==> config.mk <==
export PLATFORM = sky130hd
export DESIGN_NAME = cpuCore
export DESIGN_NICKNAME = d
export VERILOG_FILES = /design/src/cpuPkg.sv /design/src/cpuCore.sv /design/src/busArbiter.sv /design/src/executeUnit.sv /design/src/fetchUnit.sv /design/src/instructionDecoder.sv /design/src/registerFile.sv
export SDC_FILE = /design/constraint.sdc
export NUM_CORES = 1
export LEC_CHECK = 0
export BUFFER_PORTS_ARGS = -buffer_cell sky130_fd_sc_hd__buf_2
export CAP_MARGIN = 5
export CORE_ASPECT_RATIO = 1.25
export CORE_MARGIN = 2
export CORE_UTILIZATION = 35
export DETAILED_ROUTE_END_ITERATION = 8
export PLACE_DENSITY = 0.59
export SYNTH_ARGS = -nofsm -noshare
export SYNTH_HDL_FRONTEND = slang
export SYNTH_SLANG_ARGS = --single-unit
==> constraint.sdc <==
create_clock -name clk -period 5.3 [get_ports clk]
set_clock_uncertainty 0.15 [all_clocks]
set_input_delay 0.53 -clock clk [delete_from_list [all_inputs] [get_ports clk]]
set_output_delay 0.53 -clock clk [all_outputs]
set_load 0.02 [all_outputs]
==> src/cpuPkg.sv <==
`default_nettype none

package cpuPkg;

  localparam int WORD_W    = 16;
  localparam int REG_COUNT = 11;  // r0..r7 plus ih, sp, ra

  typedef logic [WORD_W-1:0] word_t;
  typedef logic [3:0]        regIdx_t;

  localparam regIdx_t REG_IH   = 4'd8;
  localparam regIdx_t REG_SP   = 4'd9;
  localparam regIdx_t REG_RA   = 4'd10;
  localparam word_t   RESET_PC = '0;

  typedef enum logic [3:0] {
    OP_NONE,   // decoded but not executed
    OP_LI,
    OP_ADDIU,  // also addiu3
    OP_ADDU,
    OP_SUBU,
    OP_MOVE,
    OP_AND,
    OP_OR,
    OP_MTSP,
    OP_ADDSP,
    OP_LOAD,   // lw, lw_sp
    OP_STORE   // sw, sw_sp
  } opClass_t;

  typedef struct packed {
    opClass_t opClass;
    regIdx_t  registerS;
    regIdx_t  registerM;
    regIdx_t  registerT;
    word_t    imm;        // already extended
  } decodedOp_t;

  typedef struct packed {
    word_t addr;
    word_t wdata;
    logic  write;
  } memReq_t;

endpackage

`default_nettype wire
==> src/cpuCore.sv <==
`timescale 1ns/100ps
`default_nettype none

module cpuCore (
  input  wire                clk,
  input  wire                rst,
  input  wire                busReqReady,
  input  wire                busRspValid,
  input  wire cpuPkg::word_t busRspData,
  output logic               busReqValid,
  output cpuPkg::memReq_t    busReq
);

  logic               fetchReqValid;
  logic               fetchReqReady;
  cpuPkg::memReq_t    fetchReq;
  logic               fetchRspValid;
  logic               dataReqValid;
  logic               dataReqReady;
  cpuPkg::memReq_t    dataReq;
  logic               dataRspValid;
  logic               instValid;
  logic               instReady;
  cpuPkg::word_t      instWord;
  logic               opValid;
  logic               opReady;
  cpuPkg::decodedOp_t op;
  cpuPkg::regIdx_t    readS;
  cpuPkg::regIdx_t    readM;
  cpuPkg::word_t      dataS;
  cpuPkg::word_t      dataM;
  logic               writeEn;
  cpuPkg::regIdx_t    writeIdx;
  cpuPkg::word_t      writeData;

  fetchUnit fetch_i (
    .clk, .rst, .fetchReqReady, .fetchRspValid, .busRspData, .instReady,
    .fetchReqValid, .fetchReq, .instValid, .instWord
  );

  instructionDecoder decoder_i (
    .clk, .rst, .instValid, .instWord, .opReady,
    .instReady, .opValid, .op
  );

  registerFile regFile_i (
    .clk, .rst, .readS, .readM, .writeEn, .writeIdx, .writeData,
    .dataS, .dataM
  );

  executeUnit execute_i (
    .clk, .rst, .opValid, .op, .dataS, .dataM, .dataReqReady, .dataRspValid,
    .busRspData, .opReady, .readS, .readM, .dataReqValid, .dataReq,
    .writeEn, .writeIdx, .writeData
  );

  busArbiter arbiter_i (
    .clk, .rst, .fetchReqValid, .fetchReq, .dataReqValid, .dataReq,
    .busReqReady, .busRspValid, .fetchReqReady, .dataReqReady,
    .busReqValid, .busReq, .fetchRspValid, .dataRspValid
  );

endmodule

`default_nettype wire

==> src/busArbiter.sv <==
`timescale 1ns/100ps
`default_nettype none

module busArbiter (
  input  wire                  clk,
  input  wire                  rst,
  input  wire                  fetchReqValid,
  input  wire cpuPkg::memReq_t fetchReq,
  input  wire                  dataReqValid,
  input  wire cpuPkg::memReq_t dataReq,
  input  wire                  busReqReady,
  input  wire                  busRspValid,
  output logic                 fetchReqReady,
  output logic                 dataReqReady,
  output logic                 busReqValid,
  output cpuPkg::memReq_t      busReq,
  output logic                 fetchRspValid,
  output logic                 dataRspValid
);

  logic grantFetch;  // owner of the outstanding request
  logic grantData;
  logic fetchHold;   // fetch already shown to the bus and stalled
  logic busy;
  logic pickData;

  assign busy = grantFetch || grantData;

  // data wins unless a stalled fetch request must stay on the bus
  assign pickData = dataReqValid && !fetchHold;

  assign busReqValid   = !busy && (dataReqValid || fetchReqValid);
  assign busReq        = pickData ? dataReq : fetchReq;
  assign dataReqReady  = !busy && pickData && busReqReady;
  assign fetchReqReady = !busy && !pickData && busReqReady;

  assign fetchRspValid = busRspValid && grantFetch;
  assign dataRspValid  = busRspValid && grantData;

  always_ff @(posedge clk)
  begin
    if (rst)
    begin
      grantFetch <= 1'b0;
      grantData  <= 1'b0;
      fetchHold  <= 1'b0;
    end
    else if (busReqValid && busReqReady)
    begin
      grantData  <= pickData;
      grantFetch <= !pickData;
      fetchHold  <= 1'b0;
    end
    else
    begin
      if (busRspValid)
      begin
        grantFetch <= 1'b0;  // one response per request
        grantData  <= 1'b0;
      end
      if (busReqValid && !pickData)
        fetchHold <= 1'b1;
    end
  end

endmodule

`default_nettype wire

==> src/executeUnit.sv <==
`timescale 1ns/100ps
`default_nettype none

module executeUnit (
  input  wire                     clk,
  input  wire                     rst,
  input  wire                     opValid,
  input  wire cpuPkg::decodedOp_t op,
  input  wire cpuPkg::word_t      dataS,
  input  wire cpuPkg::word_t      dataM,
  input  wire                     dataReqReady,
  input  wire                     dataRspValid,
  input  wire cpuPkg::word_t      busRspData,
  output logic                    opReady,
  output cpuPkg::regIdx_t         readS,
  output cpuPkg::regIdx_t         readM,
  output logic                    dataReqValid,
  output cpuPkg::memReq_t         dataReq,
  output logic                    writeEn,
  output cpuPkg::regIdx_t         writeIdx,
  output cpuPkg::word_t           writeData
);

  typedef enum logic [1:0] {EX_IDLE, EX_WRITE, EX_REQ, EX_WAIT} exState_t;

  exState_t           state;
  cpuPkg::decodedOp_t curOp;
  cpuPkg::word_t      aluResult;

  assign opReady = (state == EX_IDLE);
  assign readS   = curOp.registerS;
  assign readM   = curOp.registerM;

  always_comb
  begin
    case (curOp.opClass)
      cpuPkg::OP_LI:    aluResult = curOp.imm;
      cpuPkg::OP_ADDIU: aluResult = dataS + curOp.imm;
      cpuPkg::OP_ADDU:  aluResult = dataS + dataM;
      cpuPkg::OP_SUBU:  aluResult = dataS - dataM;
      cpuPkg::OP_MOVE:  aluResult = dataS;
      cpuPkg::OP_AND:   aluResult = dataS & dataM;
      cpuPkg::OP_OR:    aluResult = dataS | dataM;
      cpuPkg::OP_MTSP:  aluResult = dataS;
      cpuPkg::OP_ADDSP: aluResult = dataS + curOp.imm;
      default:          aluResult = '0;
    endcase
  end

  assign dataReqValid  = (state == EX_REQ);
  assign dataReq.addr  = dataS + curOp.imm;  // base plus offset
  assign dataReq.wdata = dataM;
  assign dataReq.write = (curOp.opClass == cpuPkg::OP_STORE);

  // lw result lands on the response edge
  assign writeEn   = (state == EX_WRITE) ||
                     (state == EX_WAIT && dataRspValid && curOp.opClass == cpuPkg::OP_LOAD);
  assign writeIdx  = curOp.registerT;
  assign writeData = (state == EX_WAIT) ? busRspData : aluResult;

  always_ff @(posedge clk)
  begin
    if (rst)
      state <= EX_IDLE;
    else
      case (state)
        EX_IDLE:
          if (opValid)
            case (op.opClass)
              cpuPkg::OP_NONE:  state <= EX_IDLE;  // retires right away
              cpuPkg::OP_LOAD,
              cpuPkg::OP_STORE: state <= EX_REQ;
              default:          state <= EX_WRITE;
            endcase
        EX_WRITE:
          state <= EX_IDLE;
        EX_REQ:
          if (dataReqReady)
            state <= EX_WAIT;
        default:
          if (dataRspValid)
            state <= EX_IDLE;
      endcase
  end

  always_ff @(posedge clk)
  begin
    if (state == EX_IDLE && opValid)
      curOp <= op;
  end

endmodule

`default_nettype wire

==> src/fetchUnit.sv <==
`timescale 1ns/100ps
`default_nettype none

module fetchUnit (
  input  wire                clk,
  input  wire                rst,
  input  wire                fetchReqReady,
  input  wire                fetchRspValid,
  input  wire cpuPkg::word_t busRspData,
  input  wire                instReady,
  output logic               fetchReqValid,
  output cpuPkg::memReq_t    fetchReq,
  output logic               instValid,
  output cpuPkg::word_t      instWord
);

  typedef enum logic [1:0] {FETCH_REQ, FETCH_WAIT, FETCH_OFFER} fetchState_t;

  fetchState_t   state;
  cpuPkg::word_t pc;

  assign fetchReqValid  = (state == FETCH_REQ);
  assign fetchReq.addr  = pc;
  assign fetchReq.wdata = '0;
  assign fetchReq.write = 1'b0;  // fetch only reads

  always_ff @(posedge clk)
  begin
    if (rst)
    begin
      state     <= FETCH_OFFER;  // empty offer slot, first request next cycle
      instValid <= 1'b0;
      pc        <= cpuPkg::RESET_PC;
    end
    else
      case (state)
        FETCH_REQ:
          if (fetchReqReady)
          begin
            pc    <= pc + 16'd1;
            state <= FETCH_WAIT;
          end
        FETCH_WAIT:
          if (fetchRspValid)
          begin
            instValid <= 1'b1;
            state     <= FETCH_OFFER;
          end
        default:
          if (!instValid || instReady)
          begin
            instValid <= 1'b0;
            state     <= FETCH_REQ;
          end
      endcase
  end

  always_ff @(posedge clk)
  begin
    if (state == FETCH_WAIT && fetchRspValid)
      instWord <= busRspData;
  end

endmodule

`default_nettype wire

==> src/instructionDecoder.sv <==
`timescale 1ns/100ps
`default_nettype none

module instructionDecoder (
  input  wire                clk,
  input  wire                rst,
  input  wire                instValid,
  input  wire cpuPkg::word_t instWord,
  input  wire                opReady,
  output logic               instReady,
  output logic               opValid,
  output cpuPkg::decodedOp_t op
);

  cpuPkg::decodedOp_t nextOp;
  cpuPkg::regIdx_t    rx;
  cpuPkg::regIdx_t    ry;
  cpuPkg::regIdx_t    rz;
  cpuPkg::word_t      imm8Zero;
  cpuPkg::word_t      imm8Sign;
  cpuPkg::word_t      imm5Sign;
  cpuPkg::word_t      imm4Sign;

  assign rx       = {1'b0, instWord[10:8]};
  assign ry       = {1'b0, instWord[7:5]};
  assign rz       = {1'b0, instWord[4:2]};
  assign imm8Zero = {8'd0, instWord[7:0]};
  assign imm8Sign = {{8{instWord[7]}}, instWord[7:0]};
  assign imm5Sign = {{11{instWord[4]}}, instWord[4:0]};
  assign imm4Sign = {{12{instWord[3]}}, instWord[3:0]};

  assign instReady = !opValid || opReady;  // empty or draining this cycle

  always_comb
  begin
    nextOp           = '0;
    nextOp.opClass   = cpuPkg::OP_NONE;
    case (instWord[15:11])
      5'b00000:                            // addsp3
      begin
        nextOp.registerS = cpuPkg::REG_SP;
        nextOp.registerT = rx;
      end
      5'b00100, 5'b00101:                  // beqz, bnez
        nextOp.registerS = rx;
      5'b00110:                            // shifts by immediate
      begin
        nextOp.registerS = ry;
        nextOp.registerT = rx;
      end
      5'b01000:
      begin
        nextOp.opClass   = cpuPkg::OP_ADDIU;  // addiu3 ry = rx + imm4
        nextOp.registerS = rx;
        nextOp.registerT = ry;
        nextOp.imm       = imm4Sign;
      end
      5'b01001:
      begin
        // rx is both source and destination, so S is filled in too
        nextOp.opClass   = cpuPkg::OP_ADDIU;
        nextOp.registerS = rx;
        nextOp.registerT = rx;
        nextOp.imm       = imm8Sign;
      end
      5'b01010, 5'b01011, 5'b01110:        // slti, sltui, cmpi
        nextOp.registerS = rx;
      5'b01100:
        case (instWord[10:8])
          3'b011:
          begin
            nextOp.opClass   = cpuPkg::OP_ADDSP;
            nextOp.registerS = cpuPkg::REG_SP;
            nextOp.registerT = cpuPkg::REG_SP;
            nextOp.imm       = imm8Sign;
          end
          3'b100:
          begin
            nextOp.opClass   = cpuPkg::OP_MTSP;
            nextOp.registerS = ry;
            nextOp.registerT = cpuPkg::REG_SP;
          end
          default:
            nextOp.opClass = cpuPkg::OP_NONE;  // bteqz, btnez, sw_rs
        endcase
      5'b01101:
      begin
        nextOp.opClass   = cpuPkg::OP_LI;
        nextOp.registerT = rx;
        nextOp.imm       = imm8Zero;
      end
      5'b01111:
      begin
        nextOp.opClass   = cpuPkg::OP_MOVE;
        nextOp.registerS = ry;
        nextOp.registerT = rx;
      end
      5'b10010:
      begin
        nextOp.opClass   = cpuPkg::OP_LOAD;   // lw_sp
        nextOp.registerS = cpuPkg::REG_SP;
        nextOp.registerT = rx;
        nextOp.imm       = imm8Sign;
      end
      5'b10011:
      begin
        nextOp.opClass   = cpuPkg::OP_LOAD;
        nextOp.registerS = rx;
        nextOp.registerT = ry;
        nextOp.imm       = imm5Sign;
      end
      5'b11010:
      begin
        nextOp.opClass   = cpuPkg::OP_STORE;  // sw_sp stores rx
        nextOp.registerS = cpuPkg::REG_SP;
        nextOp.registerM = rx;
        nextOp.imm       = imm8Sign;
      end
      5'b11011:
      begin
        nextOp.opClass   = cpuPkg::OP_STORE;  // base ry, data rx
        nextOp.registerS = ry;
        nextOp.registerM = rx;
        nextOp.imm       = imm5Sign;
      end
      5'b11100:
      begin
        nextOp.registerS = rx;
        nextOp.registerM = ry;
        nextOp.registerT = rz;
        case (instWord[1:0])
          2'b01:   nextOp.opClass = cpuPkg::OP_ADDU;
          2'b11:   nextOp.opClass = cpuPkg::OP_SUBU;
          default: nextOp.opClass = cpuPkg::OP_NONE;
        endcase
      end
      5'b11101:
        case (instWord[4:0])
          5'b00000:                         // jump group, only index mapping
            case (instWord[7:5])
              3'b000:  nextOp.registerS = rx;
              3'b010:  nextOp.registerT = rx;
              3'b110:
              begin
                nextOp.registerS = rx;
                nextOp.registerT = cpuPkg::REG_RA;  // jalr links into ra
              end
              default: nextOp.registerS = '0;
            endcase
          5'b00010, 5'b00011:               // slt, sltu
          begin
            nextOp.registerS = rx;
            nextOp.registerM = ry;
          end
          5'b00100, 5'b00110, 5'b00111:     // shifts by register
          begin
            nextOp.registerS = ry;
            nextOp.registerM = rx;
            nextOp.registerT = ry;
          end
          5'b01010:                         // cmp
          begin
            nextOp.registerS = ry;
            nextOp.registerM = rx;
          end
          5'b01011, 5'b01111:               // neg, not
          begin
            nextOp.registerS = ry;
            nextOp.registerT = rx;
          end
          5'b01100, 5'b01101, 5'b01110:     // and, or, xor
          begin
            nextOp.registerS = ry;
            nextOp.registerM = rx;
            nextOp.registerT = rx;
            if (instWord[1:0] == 2'b00)
              nextOp.opClass = cpuPkg::OP_AND;
            else if (instWord[1:0] == 2'b01)
              nextOp.opClass = cpuPkg::OP_OR;
          end
          default:
            nextOp.opClass = cpuPkg::OP_NONE;
        endcase
      5'b11110:
        if (instWord[0])
        begin
          nextOp.registerS = rx;              // mtih
          nextOp.registerT = cpuPkg::REG_IH;
        end
        else
        begin
          nextOp.registerS = cpuPkg::REG_IH;  // mfih
          nextOp.registerT = rx;
        end
      default:
        nextOp.opClass = cpuPkg::OP_NONE;   // nop, b, int
    endcase
  end

  always_ff @(posedge clk)
  begin
    if (rst)
      opValid <= 1'b0;
    else if (instValid && instReady)
      opValid <= 1'b1;
    else if (opReady)
      opValid <= 1'b0;
  end

  always_ff @(posedge clk)
  begin
    if (instValid && instReady)
      op <= nextOp;  // held until execute takes it
  end

endmodule

`default_nettype wire

==> src/registerFile.sv <==
`timescale 1ns/100ps
`default_nettype none

module registerFile (
  input  wire                  clk,
  input  wire                  rst,
  input  wire cpuPkg::regIdx_t readS,
  input  wire cpuPkg::regIdx_t readM,
  input  wire                  writeEn,
  input  wire cpuPkg::regIdx_t writeIdx,
  input  wire cpuPkg::word_t   writeData,
  output cpuPkg::word_t        dataS,
  output cpuPkg::word_t        dataM
);

  cpuPkg::word_t regs [cpuPkg::REG_COUNT];

  assign dataS = (int'(readS) < cpuPkg::REG_COUNT) ? regs[readS] : '0;
  assign dataM = (int'(readM) < cpuPkg::REG_COUNT) ? regs[readM] : '0;

  always_ff @(posedge clk)
  begin
    if (rst)
    begin
      for (int i = 0; i < cpuPkg::REG_COUNT; i++)
        regs[i] <= '0;
    end
    else if (writeEn && (int'(writeIdx) < cpuPkg::REG_COUNT))
      regs[writeIdx] <= writeData;  // 11..15 dropped
  end

endmodule

`default_nettype wire

# Word-level counts from Yosys, hierarchy flattened

Memories as Yosys holds them, arrays and structs flattened. A register that Yosys moved wholly into a read port is not among the register bits.
Index checks and enable logic that the tools add are counted.

Input port bits: 20
Output and inout bits: 34
Register bits: 105
RAM bits: 176
Word-level logic and storage cells: 203
Memories kept: 1

Memory list:

| name           | words | width | rd ports | clocked after Yosys merged registers in | write ports | line               | source |
|---|---|---|---|---|---|---|---|
| regFile_i.regs | 11    | 16    | 2        | 2                                       | 11          | registerFile.sv:16 | `cpuPkg::word_t regs [cpuPkg::REG_COUNT];` |

Bitwise logic cells: 3
Equal/unequal tests: 56
Mux-type cells: 52
$add $sub $neg: 4
Reduce and logical (&&, ||, !) cells: 65
Order comparisons: 3

Operators with widths:

| operator                | number |
|---|---|
| $pmux W16 S7            | 1 |
| $mux W16                | 5 |
| $pmux W16 S5            | 1 |
| $eq A5 B4 Y1 const B    | 14 |
| $pmux W4 S6             | 2 |
| $eq A5 B5 Y1 const B    | 7 |
| $mux W33                | 1 |
| $add A16 B16 Y16        | 2 |
| $pmux W4 S8             | 1 |
| $eq A5 B3 Y1 const B    | 6 |
| $mux W4                 | 7 |
| $eq A4 B4 Y1 const B    | 6 |
| $pmux W4 S2             | 3 |
| $pmux W4 S3             | 2 |
| $reduce_or A2 Y1        | 12 |
| $reduce_or A9 Y1        | 2 |
| $add A16 B1 Y16 const B | 1 |
| $and A16 B16 Y16        | 1 |
| $eq A4 B3 Y1 const B    | 4 |
| $logic_and A1 B1 Y1     | 16 |
| $or A16 B16 Y16         | 1 |
| $reduce_or A16 Y1       | 1 |
| $sub A16 B16 Y16        | 1 |
| $reduce_or A3 Y1        | 5 |
| 33 further kinds        | 81 |

# Logic depth before layout (Yosys ltp)

Gate-level depths: netlist of the first run.

Depth in word-level cells: 10
Gate-level depth with buffers: 19
Depth with buffers taken out: 16

# Hierarchy

A second synthesis of the first run with hierarchy kept.

Cells, all modules: 1648
Area total of the unflattened synthesis: 17934.7 µm²

Modules (own cells, without submodules):

| module             | sequential area each (µm²) | area each (µm²) | cells each | instances |
|---|---|---|---|---|
| registerFile       | 5124.9                     | 9887.0          | 765        | 1 |
| executeUnit        | 1001.0                     | 4124.0          | 500        | 1 |
| instructionDecoder | 740.7                      | 1747.9          | 187        | 1 |
| fetchUnit          | 860.8                      | 1465.2          | 136        | 1 |
| busArbiter         | 60.1                       | 710.7           | 60         | 1 |

# Worst setup path before layout of the first run

Ideal clock, no wire load.

Kind: reg2reg
From: register (tool-made name)
To: memory regFile_i.regs[11][13] (netlist name) (data pin)
Stages on the path, launching flop included: 19
Setup time: 0.268 ns
Buffers on the path: 4
Data required time: 4.882 ns
Arrival: 4.520 ns
Period minus slack after synthesis: 4.938 ns
Path slack: 0.362 ns
Path through: dfxtp_1 > buf_6 > buf_2 > buf_2 > mux4_2 > mux4_2 > nand2_1 > inv_1 > ha_1 > o21a_1 > o31a_1 > o32ai_1 > o21ai_0 > a211oi_1 > xnor2_1 > a221o_1 > a22oi_1 > buf_2 > inv_1

RTL lines:

| element          | line |
|---|---|
| end: declaration | registerFile.sv:16 |

==> flow_summary.ini, run 1 <==
[run_status]
status = complete, no violations

[grt]
gr-total-overflow = 0
grtUsageMet1_pct = 23.5
grt_start_max_net_pins = 46
grt_pass1_vias = 13517
gr-usage-met3_pct = 2.06
grt_pass1_wl_um = 83500
antenna_found_initial = 0
grt_usage_pct = 19.8
grt.busiest_layer = met2
grt_use_met2_pct = 36.1

[timing]
hold_ws_ps = 78.5
slew_headroom_pct = 23.2
drv_slew = 0
min_period_ps = 5130
worst_slew_pin_slew_ps = 1150
setup_viol = 0
rsz0062_at_grt = true
clock.fmax_ghz = 0.195
hold_viol = 0
fin_crit_sh_pct = 96.7

[clocking]
htreeDepth = 2
clk_path_buf_depth = 3
cts.sinks = 352
clk_latency_ps = 540
cts_buffers = 37
clk_pin_slew_worst_paths_ps = 60
ctsHoldBuffers = 0
clockRootBuffer = clkbuf_16
cts_tree = done

[critical_path]
timing.critical_path.to_type = output port
crit_path_start_kind = flip-flop
worstSetupPathType = reg -> out
worstPathMaxFanout = 11
worstPathArrival_ps = 4450
cp.required_ps = 4620

[power]
combPwrFrac_pct = 4.8
sequentialPowerShare_pct = 51.2
switchingPower_w = 0.00131
pwr-share-clk_pct = 44.0
p_int_w = 0.00474
peakVddDrop_uv = 189
swShare_pct = 21.7
powerDensity_nw_per_um2 = 273
p_leak_nw = 8.20

[routing]
firstDrtPassIters = 6
drt_iter0_drc = 1187
post-route-drc-count = 0
wire_per_inst_um = 22.2
wirelength_um = 55200
drt.antenna.violating_nets = 0
routed_via_density = 5.45
via_count = 13558

[synth]
muxShareOfSynthArea_pct = 15.4
synth-edff-count = 304
yosysSeqAreaShare_pct = 53.4
synth_compound_area_share_pct = 9.16
yosys_warnings = 0
synth_top_family_by_area = multiplexers
synthSimpleGateAreaFrac_pct = 13.5
netlist_area_um2 = 18900
synthDistinctLibCells = 78
syn_inst = 1560
synth-seq-cells = 352
synth_fa_ha_area_share_pct = 2.46
avgSynthCellArea_um2 = 12.1
synth-xor-area-share_pct = 2.55
async_flop_share_pct = 0
synthFlopType = edfxtp_1

[die]
row_count = 95
core_area_um2 = 53600
initial_core_util_pct = 35.2
ioPinCount = 54
fp.dieH_um = 264
die_area_um2 = 55900
die_w_um = 212

[final_layout]
area_growth_pct = 17.2
fin_nets = 1787
diodes = 0
drive_above_1_share_pct = 21.1
final_cells = 2486

[placement]
dp_hpwl_um = 39800
dp.cells = 2399
io_buffers = 53
place_congestion = 0.943

[min_path]
min_path_type = in -> reg

[job]
maxCapViolations = 0
[path summary, 6_finish.rpt]
path	to	from	slack (ps)	cells past startpoint
setup / recovery	busReq[30]	flip-flop	170	17
hold / removal	arbiter_i.fetchHold	busReqReady	80	2
setup reg to reg	regFile_i.regs[12][13]	flip-flop	280	18
hold reg to reg	execute_i.curOp[14]	decoder_i.op[14]	260	0
[layout make-up]
class                   count  area, um^2
repair buffers            152        1170
clock buffers              49        1010
fillers                  5021       31500
clock inverters            18         216
inverters                  52         195
flip-flops and latches    352       10100
multi-input cells        1136        8550
well taps                 727         910
[power groups by stage]
stage / clock network, W / registers [W] / logic, W
6_report: 0.00266 / 0.00310 / 0.000290
5_1_grt: 0.00281 / 0.00310 / 0.000312
4_1_cts: 0.00272 / 0.00309 / 0.000285
3_5_place_dp: 0 / 0.00315 / 0.000283
3_3_place_gp: 0 / 0.00315 / 0.000280
2_1_floorplan: 0 / 0.00314 / 0.000185
[layer usage]
metal | share of wire [%] | wire, um
met1 | 38 | 21100
met2 | 52 | 28900
met3 | 5.2 | 2860
met4 | 4.2 | 2310
met5 | 0 | 0
[metrics by stage]
step / power [W] / setup TNS [ps] / util, % / cell area, um^2 / setup WS, ps
finish: 0.00604 / 0 / 41.3 / 22100 / 173
global route: 0.00622 / -39.3 / 41.3 / 22100 / -26.3
CTS: 0.00610 / -8.34 / 40.8 / 21900 / -8.34
detailed placement: 0.00344 / 0 / 38.4 / 20600 / 161
global placement: 0.00343 / 0 / 38.4 / 20600 / 204
floorplan: 0.00332 / 0 / - / 19200 / 362
[flip-flops by register name (all words and copies together), names as in the netlist, 2 cells and up, named ones only]
register / cells
fetch_i.state: 2
execute_i.state: 2
fetch_i.instWord: 16
execute_i.curOp: 13
execute_i.readM: 3
regFile_i.regs: 256
execute_i.readS: 4
execute_i.writeIdx: 4
decoder_i.op: 24
fetch_i.pc: 16
[logic make-up (layout without fill, tap and decap cells)]
family	count (synthesis)	after routing
AO/OA/AOI/OAI	263	263
XOR/XNOR	55	55
AND/OR/NAND/NOR	556	556
buffers and inverters	151	271
adder cells (fa/ha/maj)	36	36
multiplexers	146	146
other	1	80
flip-flops	352	352
[cell usage after synthesis, types with 5 or more instances]
| library cell | number | area, um^2 |
|---|---|---|
| edfxtp_1 | 304 | 9130 |
| nor2_1 | 268 | 1010 |
| mux4_2 | 113 | 2540 |
| nand2_1 | 106 | 398 |
| o21ai_0 | 65 | 325 |
| a21oi_1 | 60 | 300 |
| clkbuf_1 | 59 | 221 |
| inv_1 | 52 | 195 |
| dfxtp_1 | 48 | 961 |
| ha_1 | 34 | 425 |
| xnor2_1 | 28 | 245 |
| nand2b_1 | 27 | 169 |
| xor2_1 | 27 | 236 |
| nand3_1 | 26 | 130 |
| nor2b_1 | 23 | 144 |
| nor3_1 | 23 | 115 |
| mux2i_1 | 22 | 220 |
| buf_2 | 20 | 100 |
| and2_1 | 17 | 106 |
| a21o_1 | 16 | 120 |
| a211oi_1 | 12 | 90.1 |
| and3_1 | 11 | 68.8 |
| nand3b_1 | 11 | 82.6 |
| a22oi_1 | 9 | 67.6 |
| nand4_1 | 9 | 56.3 |
| or3_1 | 9 | 56.3 |
| buf_1 | 8 | 30.0 |
| buf_6 | 8 | 90.1 |
| mux2_2 | 8 | 90.1 |
| o21a_1 | 8 | 60.1 |
| o21bai_1 | 8 | 60.1 |
| a22o_1 | 7 | 61.3 |
| a31oi_1 | 7 | 43.8 |
| o2111ai_1 | 7 | 61.3 |
| o21ai_1 | 7 | 35.0 |
| o221ai_1 | 6 | 52.6 |
| or2_2 | 6 | 37.5 |
| a2111oi_0 | 5 | 43.8 |
| and4_1 | 5 | 43.8 |
[worst max-delay path, stage by stage (launching register included)]
cell	delay [ps]
dfxtp_4	390
buf_12	120
buf_16	160
mux4_2	520
mux4_2	500
and2_1	230
ha_2	320
and3_1	190
a22o_1	230
a311oi_1	270
buf_4	200
a211oi_4	80
o21ai_1	150
nand2b_1	80
xor2_1	140
nand2_1	70
nand2_1	90
buf_2	170
[cell usage in the layout (no fill, tap or decap), drive strengths merged, types with 12 or more instances in the layout]
| cell | n |
|---|---|
| dfxtp | 48 |
| buf | 152 |
| nor3 | 23 |
| mux2i | 25 |
| mux4 | 113 |
| a211oi | 12 |
| o21ai | 74 |
| nand2b | 27 |
| edfxtp | 304 |
| and2 | 17 |
| conb | 80 |
| inv | 56 |
| ha | 34 |
| nand3 | 27 |
| xor2 | 27 |
| a21oi | 60 |
| a21o | 16 |
| nand2 | 106 |
| nor2b | 23 |
| xnor2 | 28 |
| clkbuf | 49 |
| nor2 | 268 |
[timing repair]
item | in CTS | in global routing
setup endpoints to repair | 5 | 20
gates cloned | 1 | 0
pin swaps | 1 | 3
buffers inserted | 0 | 19
resized for setup | 14 | 14
No activity file was read; power rests on OpenSTA's default activity.
==> run 2, diff against run 1 <==
Settings changed: BUFFER_PORTS_ARGS -buffer_cell sky130_fd_sc_hd__buf_2 to unset, DONT_BUFFER_PORTS set to 1, GPL_TIMING_DRIVEN set to 0, PLACE_DENSITY 0.59 to 0.58.
==> flow_summary.ini, run 2 (same netlist as run 1, synthesis figures left out) <==
[die]
die_w_um = 212
core_area_um2 = 53600
initial_core_util_pct = 35.2
die_area_um2 = 55900
fp.dieH_um = 264
row_count = 95
ioPinCount = 54

[clocking]
cts_tree = done
clk_pin_slew_worst_paths_ps = 70
clockRootBuffer = clkbuf_16
clk_path_buf_depth = 3
cts_buffers = 36
cts.sinks = 352
clk_latency_ps = 540
htreeDepth = 2

[critical_path]
cp_common_cell = buf_12
timing.critical_path.to_type = output port
worstPathArrival_ps = 4500
crit_chain = buf_12, buf_12, buf_12, mux4_2, mux4_2, nand2_2, inv_1, ha_4, nor2b_1, o2111ai_2, nand3_2, a31o_2, a21oi_4, buf_4, xnor2_2, nand2_1, nand2_2
crit_path_start_kind = flip-flop
r2r_slack_ps = 200
worstSetupPathType = reg -> out
cp_slowest_stage_delay_ps = 550
cp_slowest_cell = mux4_2
worstPathMaxFanout = 10
worstReg2RegEnd = regFile_i.regs[9][13]
rr_worst_depth = 19
cp.required_ps = 4620

[final_layout]
largest_reg_flops = 256
reg_top3 = regFile_i.regs x256, decoder_i.op x24
most-common-layout-cells = edfxtp_1 (304), nor2_1 (266), mux4_2 (113)
area_growth_pct = 17.2
largest-register = regFile_i.regs
fin_nets = 1772
drive_above_1_share_pct = 17.7
final_common_cell = edfxtp_1

[timing]
fin_ws_ps = 117
drv_slew = 0
min_period_ps = 5180
setup_viol = 0
hold_viol = 0
rsz0062_at_grt = true
worst_slew_pin_slew_ps = 1250
fin_crit_sh_pct = 97.8
slew_headroom_pct = 16.5
clock.fmax_ghz = 0.193

[routing]
wire_per_inst_um = 23.4
routed_via_density = 5.52
firstDrtPassIters = 5
post-route-drc-count = 0
wirelength_um = 58000
via_count = 13663
drt.antenna.violating_nets = 0
drt_iter0_drc = 1167

[power]
pwr-share-clk_pct = 43.0
p_total_w = 0.00593
sequentialPowerShare_pct = 52.2
powerDensity_nw_per_um2 = 268
swShare_pct = 21.9
switchingPower_w = 0.00130
combPwrFrac_pct = 4.8
peakVddDrop_uv = 174
p_leak_nw = 7.88
p_int_w = 0.00463

[min_path]
min_to = arbiter_i.grantData
min_path_type = in -> reg
whs_path_depth = 3
hold_start = busRspValid

[grt]
antenna_found_initial = 2
grt_pass1_wl_um = 86600
grt_usage_pct = 20.9
grt_pass1_vias = 13560
gr-total-overflow = 0
grt_start_max_net_pins = 32

[placement]
dp_hpwl_um = 42100
place_congestion = 0.900
dp_worst_setup_slack_ps = -1400
io_buffers = 0

[job]
maxCapViolations = 0

[run_status]
status = complete, no violations
-- run 2: changes by cell type in the layout (fill, tap and decap cells not counted), sizes merged, moves of 3 or more --
cell | previous run | this run
buf | 152 | 61
clkinv | 10 | 13
dlygate4sd3 | 0 | 18
clkinvlp | 0 | 3
diode | 0 | 4
clkbuf | 49 | 102
-- run 2: repair_timing --
item / 4_1_cts / 5_1_grt
buffers inserted: 6 / 13
hold buffers: 18 / 0
endpoints found under the hold margin: 18 / 0
resized for setup: 85 / 48
endpoints found under the setup margin: 203 / 85
pin swaps: 6 / 10
-- run 2: cell type report --
| type | instances | area, um^2 |
|---|---|---|
| flip-flops and latches | 352 | 10100 |
| fillers | 5027 | 31500 |
| multi-input cells | 1136 | 8750 |
| well taps | 727 | 910 |
| clock buffers | 44 | 962 |
| diodes | 4 | 10.0 |
| plain buffers | 97 | 637 |
| clock inverters | 22 | 199 |
| repair buffers | 41 | 394 |
| inverters | 52 | 195 |
-- run 2: metrics by stage --
stage | TNS, ps | instance area, um^2 | hold WS, ps | instances | utilization, %
detailed placement | -111170 | 20200 | 255 | 2368 | 37.6
CTS | 0 | 21800 | 56.6 | 2458 | 40.7
global route | -23.9 | 22200 | 73.2 | 2475 | 41.3
floorplan | 0 | 19200 | 250 | 1639 | -
finish | 0 | 22200 | 77.1 | 2475 | 41.3
global placement | -112220 | 20100 | 252 | 2366 | 37.5
-- run 2: how the worst max path moves through the flow --
stage | start | end | slack [ps]
6_report | flip-flop | busReq[27] | 120
3_3_place_gp | flip-flop | regFile_i.regs[14][13] | -1390
2_1_floorplan | flip-flop | regFile_i.regs[11][13] | 360
4_1_cts | flip-flop | busReq[29] | 20
5_1_grt | flip-flop | busReq[30] | -20
3_5_place_dp | flip-flop | regFile_i.regs[13][13] | -1400
-- run 2: critical path, delay by kind of cell (launching register included) --
kind	cells	cell delay, ps
compound gates	3	680
mux	2	1060
flops	1	440
fa+ha+maj	1	240
simple gates	5	660
xor+xnor	1	140
buf+inv	5	700
-- run 2: power by group through the flow --
stage	Clock (W)	Sequential [W]	Combinational [W]
after floorplan	0	0.00314	0.000185
after global placement	0	0.00315	0.000249
after detailed placement	0	0.00315	0.000252
after CTS	0.00259	0.00309	0.000273
after global routing	0.00268	0.00310	0.000305
final	0.00255	0.00309	0.000283
-- run 2: per-layer routing --
layer | vias up | global-route usage, % | wire, um
met1 | 6877 | 25.4 | 22300
met2 | 558 | 36.0 | 29100
met4 | 0 | 10.9 | 3030
met5 | - | 0 | 0
met3 | 133 | 2.76 | 3610
li1 | 6095 | - | -
